--- src/common/rd_resp_cfg.svh ---
`ifndef RD_RESP_CFG_SVH
`define RD_RESP_CFG_SVH

// R channel data width in bits
`define RR_DATA_W 64

// transaction id width and id count
`define RR_ID_W 2
`define RR_NUM_IDS 4

// burst length field, beats minus one
`define RR_LEN_W 8

// memory beat buffer entries
`define RR_FIFO_DEPTH 2

`endif

--- src/common/rd_resp_pkg.sv ---
`include "rd_resp_cfg.svh"

package rd_resp_pkg;

    // one beat of read data
    typedef logic [`RR_DATA_W-1:0] data_t;

    typedef logic [`RR_ID_W-1:0] id_t;

    // beats minus one, as on the AR channel
    typedef logic [`RR_LEN_W-1:0] len_t;

    // log2 of bytes per beat
    typedef logic [1:0] beat_size_t;

    // AXI read response codes
    typedef enum logic [1:0] {
        resp_okay   = 2'd0,
        resp_slverr = 2'd2
    } resp_t;

endpackage

--- src/id_table/id_table.sv ---
`include "rd_resp_cfg.svh"

module id_table (
    input  logic                     clk,
    input  logic                     n_rst,
    input  logic                     cmd_valid,
    input  rd_resp_pkg::id_t         cmd_id,
    input  rd_resp_pkg::len_t        cmd_len,
    input  rd_resp_pkg::beat_size_t  cmd_size,
    input  logic                     pop,
    input  rd_resp_pkg::id_t         head_id,
    output rd_resp_pkg::len_t        head_len,
    output rd_resp_pkg::beat_size_t  head_size,
    output rd_resp_pkg::len_t        head_count
);

    rd_resp_pkg::len_t       len_q   [`RR_NUM_IDS];
    rd_resp_pkg::beat_size_t size_q  [`RR_NUM_IDS];
    rd_resp_pkg::len_t       count_q [`RR_NUM_IDS];

    logic              head_wrap;
    rd_resp_pkg::len_t head_count_nxt;

    // lookup for the beat at the FIFO head
    assign head_len   = len_q[head_id];
    assign head_size  = size_q[head_id];
    assign head_count = count_q[head_id];

    assign head_wrap = (head_count == head_len); // last beat of this burst

    always_comb begin
        if (head_wrap) begin
            head_count_nxt = '0;
        end else begin
            head_count_nxt = head_count + 1'b1;
        end
    end

    // burst shape, written by the command port only
    always_ff @(posedge clk, negedge n_rst) begin
        if (!n_rst) begin
            for (int i = 0; i < `RR_NUM_IDS; i++) begin
                len_q[i]  <= '0;
                size_q[i] <= '0;
            end
        end else if (cmd_valid) begin
            len_q[cmd_id]  <= cmd_len;
            size_q[cmd_id] <= cmd_size;
        end
    end

    // beat counters
    always_ff @(posedge clk, negedge n_rst) begin
        if (!n_rst) begin
            for (int i = 0; i < `RR_NUM_IDS; i++) begin
                count_q[i] <= '0;
            end
        end else begin
            if (pop) begin
                count_q[head_id] <= head_count_nxt;
            end
            if (cmd_valid) begin
                count_q[cmd_id] <= '0; // new command restarts the count
            end
        end
    end

endmodule

--- src/hdl/beat_fifo.sv ---
`include "rd_resp_cfg.svh"

module beat_fifo (
    input  logic                clk,
    input  logic                n_rst,
    input  logic                mem_valid,
    input  rd_resp_pkg::id_t    mem_id,
    input  rd_resp_pkg::data_t  mem_data,
    input  logic                mem_err,
    input  logic                pop,
    output logic                mem_ready,
    output logic                head_valid,
    output rd_resp_pkg::id_t    head_id,
    output rd_resp_pkg::data_t  head_data,
    output logic                head_err
);

    rd_resp_pkg::id_t   id_mem   [`RR_FIFO_DEPTH];
    rd_resp_pkg::data_t data_mem [`RR_FIFO_DEPTH];
    logic               err_mem  [`RR_FIFO_DEPTH];

    logic [$clog2(`RR_FIFO_DEPTH)-1:0]   rd_ptr;
    logic [$clog2(`RR_FIFO_DEPTH)-1:0]   wr_ptr;
    logic [$clog2(`RR_FIFO_DEPTH+1)-1:0] fill;

    logic push;

    assign mem_ready  = (fill != `RR_FIFO_DEPTH);
    assign head_valid = (fill != 0);
    assign push       = mem_valid && mem_ready;

    assign head_id   = id_mem[rd_ptr];
    assign head_data = data_mem[rd_ptr];
    assign head_err  = err_mem[rd_ptr];

    always_ff @(posedge clk) begin
        if (push) begin
            id_mem[wr_ptr]   <= mem_id;
            data_mem[wr_ptr] <= mem_data;
            err_mem[wr_ptr]  <= mem_err;
        end
    end

    always_ff @(posedge clk, negedge n_rst) begin
        if (!n_rst) begin
            rd_ptr <= '0;
            wr_ptr <= '0;
            fill   <= '0;
        end else begin
            if (push) wr_ptr <= wr_ptr + 1'b1; // depth is a power of two
            if (pop) rd_ptr <= rd_ptr + 1'b1;
            if (push && !pop) begin
                fill <= fill + 1'b1;
            end else if (pop && !push) begin
                fill <= fill - 1'b1;
            end
        end
    end

endmodule

--- src/hdl/lane_aligner.sv ---
module lane_aligner (
    input  logic                     clk,
    input  logic                     n_rst,
    input  logic                     head_valid,
    input  rd_resp_pkg::id_t         head_id,
    input  rd_resp_pkg::data_t       head_data,
    input  logic                     head_err,
    input  rd_resp_pkg::len_t        head_len,
    input  rd_resp_pkg::beat_size_t  head_size,
    input  rd_resp_pkg::len_t        head_count,
    input  logic                     r_ready,
    output logic                     pop,
    output logic                     r_valid,
    output rd_resp_pkg::data_t       r_data,
    output rd_resp_pkg::id_t         r_id,
    output rd_resp_pkg::resp_t       r_resp,
    output logic                     r_last,
    output logic                     done,
    output rd_resp_pkg::id_t         done_id
);

    rd_resp_pkg::data_t placed;
    logic               r_fire;

    // output register free or draining this cycle
    assign pop    = head_valid && (!r_valid || r_ready);
    assign r_fire = r_valid && r_ready;

    // narrow beat moves to the lanes picked by the beat number
    always_comb begin
        unique case (head_size)
            2'd0: placed = rd_resp_pkg::data_t'(head_data[7:0]) << {head_count[2:0], 3'b000};
            2'd1: placed = rd_resp_pkg::data_t'(head_data[15:0]) << {head_count[1:0], 4'b0000};
            2'd2: placed = rd_resp_pkg::data_t'(head_data[31:0]) << {head_count[0], 5'b00000};
            default: placed = head_data; // full width beat
        endcase
    end

    always_ff @(posedge clk, negedge n_rst) begin
        if (!n_rst) begin
            r_valid <= 1'b0;
            r_last  <= 1'b0;
            done    <= 1'b0;
        end else begin
            if (pop) begin
                r_valid <= 1'b1;
                r_last  <= (head_count == head_len);
            end else if (r_ready) begin
                r_valid <= 1'b0;
                r_last  <= 1'b0;
            end
            done <= r_fire && r_last; // one cycle after the last beat leaves
        end
    end

    always_ff @(posedge clk) begin
        if (pop) begin
            r_data <= placed;
            r_id   <= head_id;
            r_resp <= head_err ? rd_resp_pkg::resp_slverr : rd_resp_pkg::resp_okay;
        end
        if (r_fire && r_last) begin
            done_id <= r_id;
        end
    end

endmodule

--- src/hdl/rd_resp_top.sv ---
module rd_resp_top (
    input  logic                     clk,
    input  logic                     n_rst,
    input  logic                     cmd_valid,
    input  rd_resp_pkg::id_t         cmd_id,
    input  rd_resp_pkg::len_t        cmd_len,
    input  rd_resp_pkg::beat_size_t  cmd_size,
    input  logic                     mem_valid,
    input  rd_resp_pkg::id_t         mem_id,
    input  rd_resp_pkg::data_t       mem_data,
    input  logic                     mem_err,
    output logic                     mem_ready,
    output logic                     r_valid,
    output rd_resp_pkg::data_t       r_data,
    output rd_resp_pkg::id_t         r_id,
    output rd_resp_pkg::resp_t       r_resp,
    output logic                     r_last,
    input  logic                     r_ready,
    output logic                     done,
    output rd_resp_pkg::id_t         done_id
);

    logic                    head_valid;
    rd_resp_pkg::id_t        head_id;
    rd_resp_pkg::data_t      head_data;
    logic                    head_err;
    rd_resp_pkg::len_t       head_len;
    rd_resp_pkg::beat_size_t head_size;
    rd_resp_pkg::len_t       head_count;
    logic                    pop;

    id_table id_table_i (
        .clk, .n_rst,
        .cmd_valid, .cmd_id, .cmd_len, .cmd_size,
        .pop, .head_id,
        .head_len, .head_size, .head_count
    );

    beat_fifo beat_fifo_i (
        .clk, .n_rst,
        .mem_valid, .mem_id, .mem_data, .mem_err,
        .pop,
        .mem_ready, .head_valid, .head_id, .head_data, .head_err
    );

    lane_aligner lane_aligner_i (
        .clk, .n_rst,
        .head_valid, .head_id, .head_data, .head_err,
        .head_len, .head_size, .head_count,
        .r_ready,
        .pop,
        .r_valid, .r_data, .r_id, .r_resp, .r_last,
        .done, .done_id
    );

endmodule

--- config.mk ---
export PLATFORM = sky130hd
export DESIGN_NAME = rd_resp_top
export DESIGN_NICKNAME = d
export VERILOG_FILES = /design/src/common/rd_resp_pkg.sv /design/src/id_table/id_table.sv /design/src/hdl/beat_fifo.sv /design/src/hdl/lane_aligner.sv /design/src/hdl/rd_resp_top.sv
export VERILOG_INCLUDE_DIRS = /design/src /design/src/common
export SDC_FILE = /design/constraint.sdc
export NUM_CORES = 1
export LEC_CHECK = 0
export ABC_CLOCK_PERIOD_IN_PS = 5100
export BUFFER_PORTS_ARGS = -buffer_cell sky130_fd_sc_hd__buf_4
export CAP_MARGIN = 20
export CORE_UTILIZATION = 50
export DETAILED_ROUTE_END_ITERATION = 8
export HOLD_SLACK_MARGIN = 0.1
export PLACE_DENSITY = 0.71
export SLEW_MARGIN = 0
export SYNTH_ARGS = -nofsm -noshare
export SYNTH_HDL_FRONTEND = slang
export SYNTH_SLANG_ARGS = --single-unit
--- constraint.sdc ---
create_clock -name clk -period 5.1 [get_ports clk]
set_clock_uncertainty 0.05 [all_clocks]
set_input_delay 0.51 -clock clk [delete_from_list [all_inputs] [get_ports clk]]
set_output_delay 0.51 -clock clk [all_outputs]
set_load 0.03 [all_outputs]
* After elaboration in Yosys (flattened, before gate mapping)
Memories as Yosys holds them, arrays and structs flattened.
Cells that the tools add are included.
** Word-level totals
- Register bits :: 149
- Bits in writable memories :: 134
- Input bits :: 84
- Output and inout bits :: 74
- Logic and storage cells :: 91
- Memories :: 3
** Memories
- beat_fifo_i.data_mem :: words 2, bits a word 64, rd ports 1, clocked after memory_dff 0, wr ports 1, RTL line beat_fifo.sv:19 : rd_resp_pkg::data_t data_mem [`RR_FIFO_DEPTH];
- beat_fifo_i.id_mem :: words 2, bits a word 2, rd ports 1, clocked after memory_dff 0, wr ports 1, RTL line beat_fifo.sv:18 : rd_resp_pkg::id_t id_mem [`RR_FIFO_DEPTH];
- beat_fifo_i.err_mem :: words 2, bits a word 1, rd ports 1, clocked after memory_dff 0, wr ports 1, RTL line beat_fifo.sv:20 : logic err_mem [`RR_FIFO_DEPTH];
** Cells by class
- $add $sub $neg :: 5
- $lt $le $gt $ge :: 4
- Eq/ne operators :: 4
- Shift-type cells :: 3
- Multiplexer cells :: 30
- Bitwise logic cells :: 4
- Reduce and logical (&&, ||, !) cells :: 16
** Operators with widths (number)
- $pmux 64 s3 :: 1
- $bwmux 32 :: 2
- $mux 32 :: 2
- $shl 16x6->64 :: 1
- $shl 32x6->64 :: 1
- $shl 8x6->64 :: 1
- $mux 8 :: 7
- $and 32x32->32 :: 1
- $bmux 8 s2 :: 2
- $demux 8 s2 :: 2
- $not 32->32 :: 1
- $mux 2 :: 6
- $add 8x1->8 const B :: 1
- $bwmux 8 :: 1
- $eq 8x8->1 :: 1
- $logic_and 1x1->1 :: 8
- $ge 3x3->1 const B :: 2
- $lt 3x1->1 const B :: 2
- $not 2->3 :: 2
- $reduce_bool 2->1 :: 3
- $mux 1 :: 5
- $bmux 2 s2 :: 1
- $demux 2 s2 :: 1
- $logic_not 1->1 :: 3
- other kinds (8) :: 9

* Depth between registers and ports, before layout
Gate-level depths: netlist of run 1.
An unclocked memory read counts as a cell.
- Word-level depth :: 11
- Mapped depth :: 12
- Mapped depth without buffers :: 8

* By module
Synthesis of run 1 repeated with hierarchy kept, for this count alone.
** Unflattened totals
- Cells, all modules :: 826
- Area total of the unflattened synthesis :: 12390.6 sq um
** Modules (own cells, without submodules)
- beat_fifo :: instances 1, cells each 227, area each 5119.9 sq um, sequential area each 4124.0 sq um
- lane_aligner :: instances 1, cells each 306, area each 3657.3 sq um, sequential area each 2147.1 sq um
- id_table :: instances 1, cells each 293, area each 3613.5 sq um, sequential area each 1801.7 sq um

* Worst setup path before layout of run 1
Ideal clock, no wire load.
- Path type :: reg2reg
- From :: register beat_fifo_i.fill[0]
- To :: memory beat_fifo_i.data_mem[0][0] (netlist name) (enable)
- Setup time :: 0.493 ns
- Arrival :: 3.718 ns
- Data required time :: 4.557 ns
- Path slack :: 0.840 ns
- Stages on the path, launching flop included :: 4
- Path buffers :: 0
- Clock period less this slack :: 4.260 ns
- Cell sequence :: dfrtp_1 > nand2b_1 > nand2_1 > nor2_1
** Between the ends
- Longest elaborated chain between the ends :: 4
** Ends and longest elaborated chain
- start: declaration :: RTL line beat_fifo.sv:24 : logic [$clog2(`RR_FIFO_DEPTH+1)-1:0] fill;
- start signal: assignment :: RTL line beat_fifo.sv:53 : fill <= fill + 1'b1;
- start signal: assignment :: RTL line beat_fifo.sv:55 : fill <= fill - 1'b1;
- $ne 2x2->1 (no line)
- via mem_ready :: RTL line rd_resp_top.sv:12 : output logic mem_ready,
- $logic_and 1x1->1 :: RTL line beat_fifo.sv:30 : assign push = mem_valid && mem_ready;
- $mux 1 :: RTL line beat_fifo.sv:37 : if (push) begin
- $mux 1 (implied by the code) :: RTL line beat_fifo.sv:39 : data_mem[wr_ptr] <= mem_data;
- end: declaration :: RTL line beat_fifo.sv:19
The timed path passes the listed nets, and every way through them passes these cells.

* Final worst setup path of run 1
- From :: register beat_fifo_i.rd_ptr
- To :: register lane_aligner_i.r_data[35], data pin
** Between the ends
- Longest elaborated chain between the ends :: 7
- Elaborated cells on any way between the ends :: 16
- Those cells by class :: 2 x eq/ne; 3 x shift; 7 x mux; 1 x bitwise; 1 x reduce/logical; 2 x memory
** Ends and longest elaborated chain
- start: declaration :: RTL line beat_fifo.sv:22 : logic [$clog2(`RR_FIFO_DEPTH)-1:0] rd_ptr;
- start signal: assignment :: RTL line beat_fifo.sv:51 : if (pop) rd_ptr <= rd_ptr + 1'b1;
- $mem_v2 2x2
- $not 2->3 (implied by the code) :: RTL line id_table.sv:26, id_table.sv:27
- $bmux 8 s2 / $bmux 2 s2 (equally long branches) :: RTL line id_table.sv:27, id_table.sv:26
- $mux 8 (implied by the code) / $mux 2 (equally long branches) (2 in a row) :: RTL line id_table.sv:27, id_table.sv:26
- $shl 32x6->64 (tied with other cells) :: RTL line lane_aligner.sv:34 : 2'd2: placed = rd_resp_pkg::data_t'(head_data[31:0]) << {head_count[0], 5'b00000};
- $pmux 64 s3 * :: RTL line lane_aligner.sv:31 : unique case (head_size)
- via lane_aligner_i.placed[35] :: RTL line lane_aligner.sv:22 : rd_resp_pkg::data_t placed;
- end signal: assignment :: RTL line lane_aligner.sv:58 : r_data <= placed;
- end: declaration :: RTL line lane_aligner.sv:14 : output rd_resp_pkg::data_t r_data,
Mark *: on every way through the listed nets, which the timed path passes. The rest lies on a longest branch. The select of a mux whose other input is x is not followed.
A chain may end at the register's enable or synchronous reset.

==> impl_metrics.py, run 1 <==
metrics = {
    "run_status": {
        "outcome": "completed",
    },
    "sta": {
        "fmax_mhz": 257,
        "tightest_slew_ps": 1130,
        "setup_tns_ps": 0,
        "final-setup-viol-count": 0,
        "timing.final.crit_share": 0.763,
        "final_max_slew_viol_count": 0,
        "relSlewSlack": 0.242,
        "hold_viol": 0,
        "rsz0062_at_grt": "false",
        "fin_crit_ps": 3890,
    },
    "logic_synthesis": {
        "synth_xor_area_frac": 0.0273,
        "synth_largest_area_cell": "edfxtp_1",
        "synth_cell_types": 59,
        "netlist.area_leader.share": 0.501,
        "yosys.area_share.simple": 0.111,
        "synthMuxAreaShare": 0.0971,
        "synth.area.top_cells": "edfxtp_1 (50%), dfrtp_1 (16%), mux2i_1 (7.4%)",
        "synth_top_family_by_area": "simple AND/OR/NAND/NOR gates",
        "synthFlopType": "edfxtp_1",
        "synth-compound-area-share": 0.0780,
        "synth_nets": 1032,
        "ys.warnings.count": 0,
        "netlist_top_cells_count": "edfxtp_1 (203), nand2_1 (183), mux2i_1 (90)",
        "synth_fa_ha_area_frac": 0.00103,
        "synth_edf_count": 203,
        "yosysSeqAreaShare": 0.663,
        "synthArstFlopShare": 0.280,
        "yosysMostFrequentCell": "edfxtp_1",
        "netlist_area_mm2": 0.0122,
        "netlist_instances": 947,
        "synth_area_per_cell_um2": 12.9,
        "ys_ff_latch": 282,
    },
    "setup_path": {
        "reg2reg_from": "beat_fifo_i.rd_ptr",
        "critPathMaxFanout": 30,
        "ff2ff_setup_slack_ps": 1210,
        "worstPathArrival_ps": 4100,
        "required_ps": 5310,
        "cp-start-kind": "flop",
        "ff2ff_path_depth": 10,
        "cp-end-kind": "flop",
        "r2r-end": "lane_aligner_i.r_data[35]",
        "critical_path_class": "reg2reg",
    },
    "grt": {
        "antenna_found_initial": 0,
        "grtUsageTotal": 0.250,
        "grt_max_degree": 80,
        "grt_overflow_total": 0,
        "grt_pass1_vias": 7990,
        "grt_pass1_wl_um": 46200,
    },
    "cells_and_area": {
        "layout.nets": 1224,
        "final_util": 0.633,
        "design_area_mm2": 0.0150,
        "diodes": 0,
        "drive_gt1_frac": 0.214,
        "multi_input_area_mm2": 0.00385,
        "fillers": 1843,
        "regArea_mm2": 0.00808,
        "area_delta_synth_final_pct": 23.1,
    },
    "place": {
        "placed_area_mm2": 0.0137,
        "gp_congestion": 0.908,
        "dpl.hpwl_um": 20600,
        "portBuffers": 156,
    },
    "die": {
        "die_area_mm2": 0.0250,
        "initial_utilization": 0.514,
        "core_mm2": 0.0237,
        "die_w_um": 158,
        "fp.dieH_um": 158,
        "io_pins": 158,
        "rows": 56,
    },
    "job": {
        "cap_violations": 0,
    },
    "power": {
        "power.density_mw_per_mm2": 631,
        "leakage_nw": 6.13,
        "peakVddDrop_mv": 0.377,
        "p_total_mw": 9.45,
    },
    "clock_tree": {
        "cts_root_buffer": "clkbuf_16",
        "clk-insertion-delay-late_ps": 540,
        "clock-sinks": 282,
        "clk_pin_slew_ps": 60,
        "cts_tree": "done",
        "cts_buffer_depth": 3,
        "cts_buffers": 29,
        "htreeDepth": 1,
        "post_cts_buffers": 0,
    },
    "hold_path": {
        "hold_class": "in2reg",
        "min_to": "beat_fifo_i.data_mem[0][10]",
        "hold_depth": 1,
        "min_from": "mem_data[10]",
    },
    "detailed_routing": {
        "antenna_left": 0,
        "vias_per_cell": 5.69,
        "via_count": 8426,
        "dr.pass1.iters": 5,
        "route.detailed.drc": 0,
        "drt-initial-drc-count": 888,
        "wl_per_cell_um": 20.9,
        "drt_wl_total_um": 30900,
    },
}
[area by class of cell]
cell class	count	area share
tap	319	0.0266
clock inverter	17	0.0102
clock buffer	36	0.0502
inverter	9	0.00242
multi-input combinational	605	0.257
sequential	282	0.539
timing repair buffer	212	0.114
[how the worst max path moves through the flow]
stage / from / end / slack (ps) / cells after the start
after floorplan: beat_fifo_i.fill[0] / beat_fifo_i.data_mem[0][0] / 840 / 3
after global placement: beat_fifo_i.rd_ptr / lane_aligner_i.r_data[34] / 1330 / 10
after detailed placement: beat_fifo_i.rd_ptr / lane_aligner_i.r_data[39] / 1210 / 10
after CTS: beat_fifo_i.rd_ptr / lane_aligner_i.r_data[35] / 1240 / 10
after global routing: beat_fifo_i.rd_ptr / lane_aligner_i.r_data[36] / 1000 / 10
final: beat_fifo_i.rd_ptr / lane_aligner_i.r_data[35] / 1210 / 10
[what timing repair did]
action | CTS | global route
setup endpoints to repair | 0 | 0
resized for setup | 0 | 0
hold endpoints to repair | 61 | 29
hold buffers | 31 | 4
[cells by family (layout without fill, tap and decap cells)]
family                     Yosys count  in the layout
adders and majority gates            1              1
muxes                              110            110
and+or+nand+nor                    309            309
xor gates and xnor gates            38             38
AOI/OAI and AO/OA                  146            146
DFF                                282            282
other                                1              1
buffers and inverters               60            274
[per-layer routing]
metal	share of wire	GRT usage
met1	0.45	0.373
met2	0.46	0.386
met4	0.022	0.0659
met5	0	0
met3	0.070	0.0345
[worst max-delay path, stage by stage (launching register included)]
cell     delay [ps]
dfrtp_4         430
buf_4           430
mux2i_4         300
buf_4           290
inv_4           140
mux4_2          670
and2b_1         300
nand2_1          90
a21oi_1          60
o21ai_1         630
o22ai_1         180
[registers in the layout (all words and copies together), names as in the netlist]
signal                  count
lane_aligner_i.r_data      64
beat_fifo_i.fill            2
beat_fifo_i.id_mem          4
id_table_i.size_q           8
lane_aligner_i.r_last       1
lane_aligner_i.r_resp       1
beat_fifo_i.err_mem         2
id_table_i.count_q         32
lane_aligner_i.r_valid      1
beat_fifo_i.wr_ptr          1
beat_fifo_i.data_mem      128
lane_aligner_i.done_id      2
lane_aligner_i.done         1
lane_aligner_i.r_id         2
beat_fifo_i.rd_ptr          1
id_table_i.len_q           32
[power breakdown]
part           total, mW  switching [mW]  internal [mW]
Sequential          3.72           0.359           3.36
Clock               2.04           0.846           1.19
Combinational       3.70            2.42           1.28
[cells in the final DEF (no fill, tap or decap), drive strengths merged, types with 3 or more instances in the layout]
| master | count |
|---|---|
| xor2 | 27 |
| nand2b | 9 |
| o21ai | 38 |
| dfrtp | 79 |
| clkinv | 12 |
| inv | 10 |
| bufinv | 3 |
| nor3 | 5 |
| nand3 | 26 |
| and3 | 6 |
| a22oi | 15 |
| nand2 | 183 |
| or3b | 5 |
| xnor2 | 11 |
| a32oi | 4 |
| dlygate4sd3 | 35 |
| nor2b | 3 |
| clkbuf | 36 |
| o22ai | 27 |
| nand4 | 3 |
| mux4 | 3 |
| edfxtp | 203 |
| buf | 177 |
| mux2 | 15 |
| a222oi | 5 |
| a21oi | 27 |
| a221oi | 10 |
| or3 | 3 |
| mux2i | 92 |
| o21bai | 5 |
| a31oi | 3 |
| nor2 | 50 |
| nor4 | 5 |
| o221ai | 5 |
[through the flow]
stage	std cells	worst slack (ps)	hold WS (ps)
floorplan	947	840	164
global placement	1389	1330	408
detailed placement	1390	1210	412
CTS	1474	1240	100
global route	1480	996	101
finish	1480	1210	113
Note: power is estimated with default switching activity, not from simulation.
==> inputs of run 2 (changes only) <==
Settings changed: ABC_CLOCK_PERIOD_IN_PS 5100 to 4000.
Clock period 5.1 ns to 4 ns, I/O delays scaled along.
==> run 2 against run 1 <==
  * Worst setup slack lost 550 ps
  * Critical path depth down 4
  * Via count rose by 3.6%
  * Total power rose by 28%
  * Largest power group is now combinational cells
==> impl_metrics.py, run 2 (same netlist as run 1, synthesis figures left out) <==
metrics = {
    "clock_tree": {
        "cts_buffer_depth": 3,
        "cts_tree": "done",
        "cts_buffers": 29,
        "clk_pin_slew_ps": 60,
        "htreeDepth": 1,
        "clk-insertion-delay-late_ps": 540,
        "cts_root_buffer": "clkbuf_16",
        "post_cts_buffers": 0,
        "clock-sinks": 282,
    },
    "sta": {
        "fin_crit_ps": 3340,
        "rsz0062_at_grt": "false",
        "hold_viol": 0,
        "relSlewSlack": 0.352,
        "tightest_slew_ps": 970,
        "hold_ws_ps": 116,
        "finalWorstSetupSlack_ps": 659,
        "final-setup-viol-count": 0,
        "setup_tns_ps": 0,
        "final_max_slew_viol_count": 0,
        "timing.final.crit_share": 0.835,
        "fmax_mhz": 299,
    },
    "cells_and_area": {
        "regArea_mm2": 0.00808,
        "diodes": 0,
        "multi_input_area_mm2": 0.00385,
        "largest_reg_flops": 128,
        "area_delta_synth_final_pct": 27.2,
        "drive_gt1_frac": 0.217,
        "reg.largest.list": "beat_fifo_i.data_mem (128), lane_aligner_i.r_data (64)",
        "top_register": "beat_fifo_i.data_mem",
        "layout.cells.most_common_list": "edfxtp_1 (203), buf_4 (185), nand2_1 (183), mux2i_1 (90), dlygate4sd3_1 (79)",
        "final_util": 0.654,
        "fillers": 1755,
        "layout.nets": 1279,
        "final_common_cell": "edfxtp_1",
        "design_area_mm2": 0.0155,
    },
    "grt": {
        "grt_max_degree": 80,
        "antenna_found_initial": 0,
        "grt_pass1_vias": 8322,
        "grt_pass1_wl_um": 47300,
        "grtUsageTotal": 0.256,
        "grt_overflow_total": 0,
    },
    "setup_path": {
        "required_ps": 4210,
        "critPathMaxFanout": 53,
        "worstPathArrival_ps": 3550,
        "cp-start-kind": "flop",
        "critical_path_class": "reg2reg",
        "cp-end-kind": "flop",
    },
    "job": {
        "cap_violations": 0,
    },
    "detailed_routing": {
        "route.detailed.drc": 0,
        "antenna_left": 0,
        "via_count": 8726,
        "drt_wl_total_um": 31800,
        "vias_per_cell": 5.69,
        "wl_per_cell_um": 20.7,
        "drt-initial-drc-count": 881,
        "dr.pass1.iters": 5,
    },
    "power": {
        "power.density_mw_per_mm2": 782,
        "leakage_nw": 6.36,
        "peakVddDrop_mv": 0.491,
    },
    "place": {
        "dpl_worst_slack_ps": 765,
        "portBuffers": 156,
        "gp_congestion": 0.914,
        "placed_area_mm2": 0.0138,
        "dpl.hpwl_um": 20900,
    },
    "die": {
        "fp.dieH_um": 158,
        "core_mm2": 0.0237,
        "rows": 56,
        "io_pins": 158,
        "initial_utilization": 0.514,
        "die_area_mm2": 0.0250,
        "die_w_um": 158,
    },
    "run_status": {
        "outcome": "completed",
    },
    "hold_path": {
        "hold_class": "in2reg",
    },
}
-- run 2: changes by cell type in the layout (fill, tap and decap cells not counted), sizes merged --
| cell | delta |
|---|---|
| buf | +11 |
| bufinv | -1 |
| clkbuf | +1 |
| clkinv | -1 |
| dlygate4sd3 | +44 |
| inv | -1 |
-- run 2: worst paths after layout --
kind	start	endpoint	slack, ps	cells past startpoint
setup reg to reg	beat_fifo_i.rd_ptr	lane_aligner_i.r_data[63]	660	6
max in group asynchronous	n_rst	id_table_i.len_q[13]	3010	3
setup / recovery	beat_fifo_i.rd_ptr	lane_aligner_i.r_data[63]	660	6
min in group asynchronous	n_rst	id_table_i.len_q[0]	280	2
hold / removal	cmd_id[0]	id_table_i.len_q[31]	120	4
hold reg to reg	lane_aligner_i.r_id[1]	lane_aligner_i.done_id[1]	420	0
-- run 2: area by class of cell --
class / instances / area share
Clock buffer: 37 / 0.0488
Timing Repair Buffer: 267 / 0.145
Multi-Input combinational cell: 605 / 0.249
Sequential cell: 282 / 0.522
Clock inverter: 14 / 0.00808
Inverter: 9 / 0.00234
Tap cell: 319 / 0.0258
-- run 2: power breakdown --
group          internal (mW)  switching, mW
clock                   1.46           1.07
sequential              4.28          0.442
combinational           1.70           3.15
-- run 2: worst max-delay path, cell delays in order, from the launching register on --
cell      delay [ps]
dfrtp_4          460
buf_4            370
buf_4            740
mux2i_1          620
o22ai_1          170
a221oi_1         460
a21oi_1           70
-- run 2: timing repair --
action,in CTS,in global routing
endpoints found under the hold margin,254,0
gates resized for setup,0,0
hold buffers,79,0
-- run 2: routing by layer --
metal  vias up  global-route usage  wire length [µm]
li1       3967                   -                 -
met2       445               0.393             14700
met1      4263               0.371             13600
met3        51              0.0471              2670
met4         0              0.0765               796
met5         -                   0                 0
-- run 2: through the flow --
| stage | cells | power (mW) |
|---|---|---|
| 6_report | 1533 | 12.1 |
| 5_1_grt | 1533 | 12.6 |
| 4_1_cts | 1531 | 12.1 |
| 3_5_place_dp | 1401 | 9.48 |
| 3_3_place_gp | 1401 | 9.40 |
| 2_1_floorplan | 947 | 7.78 |
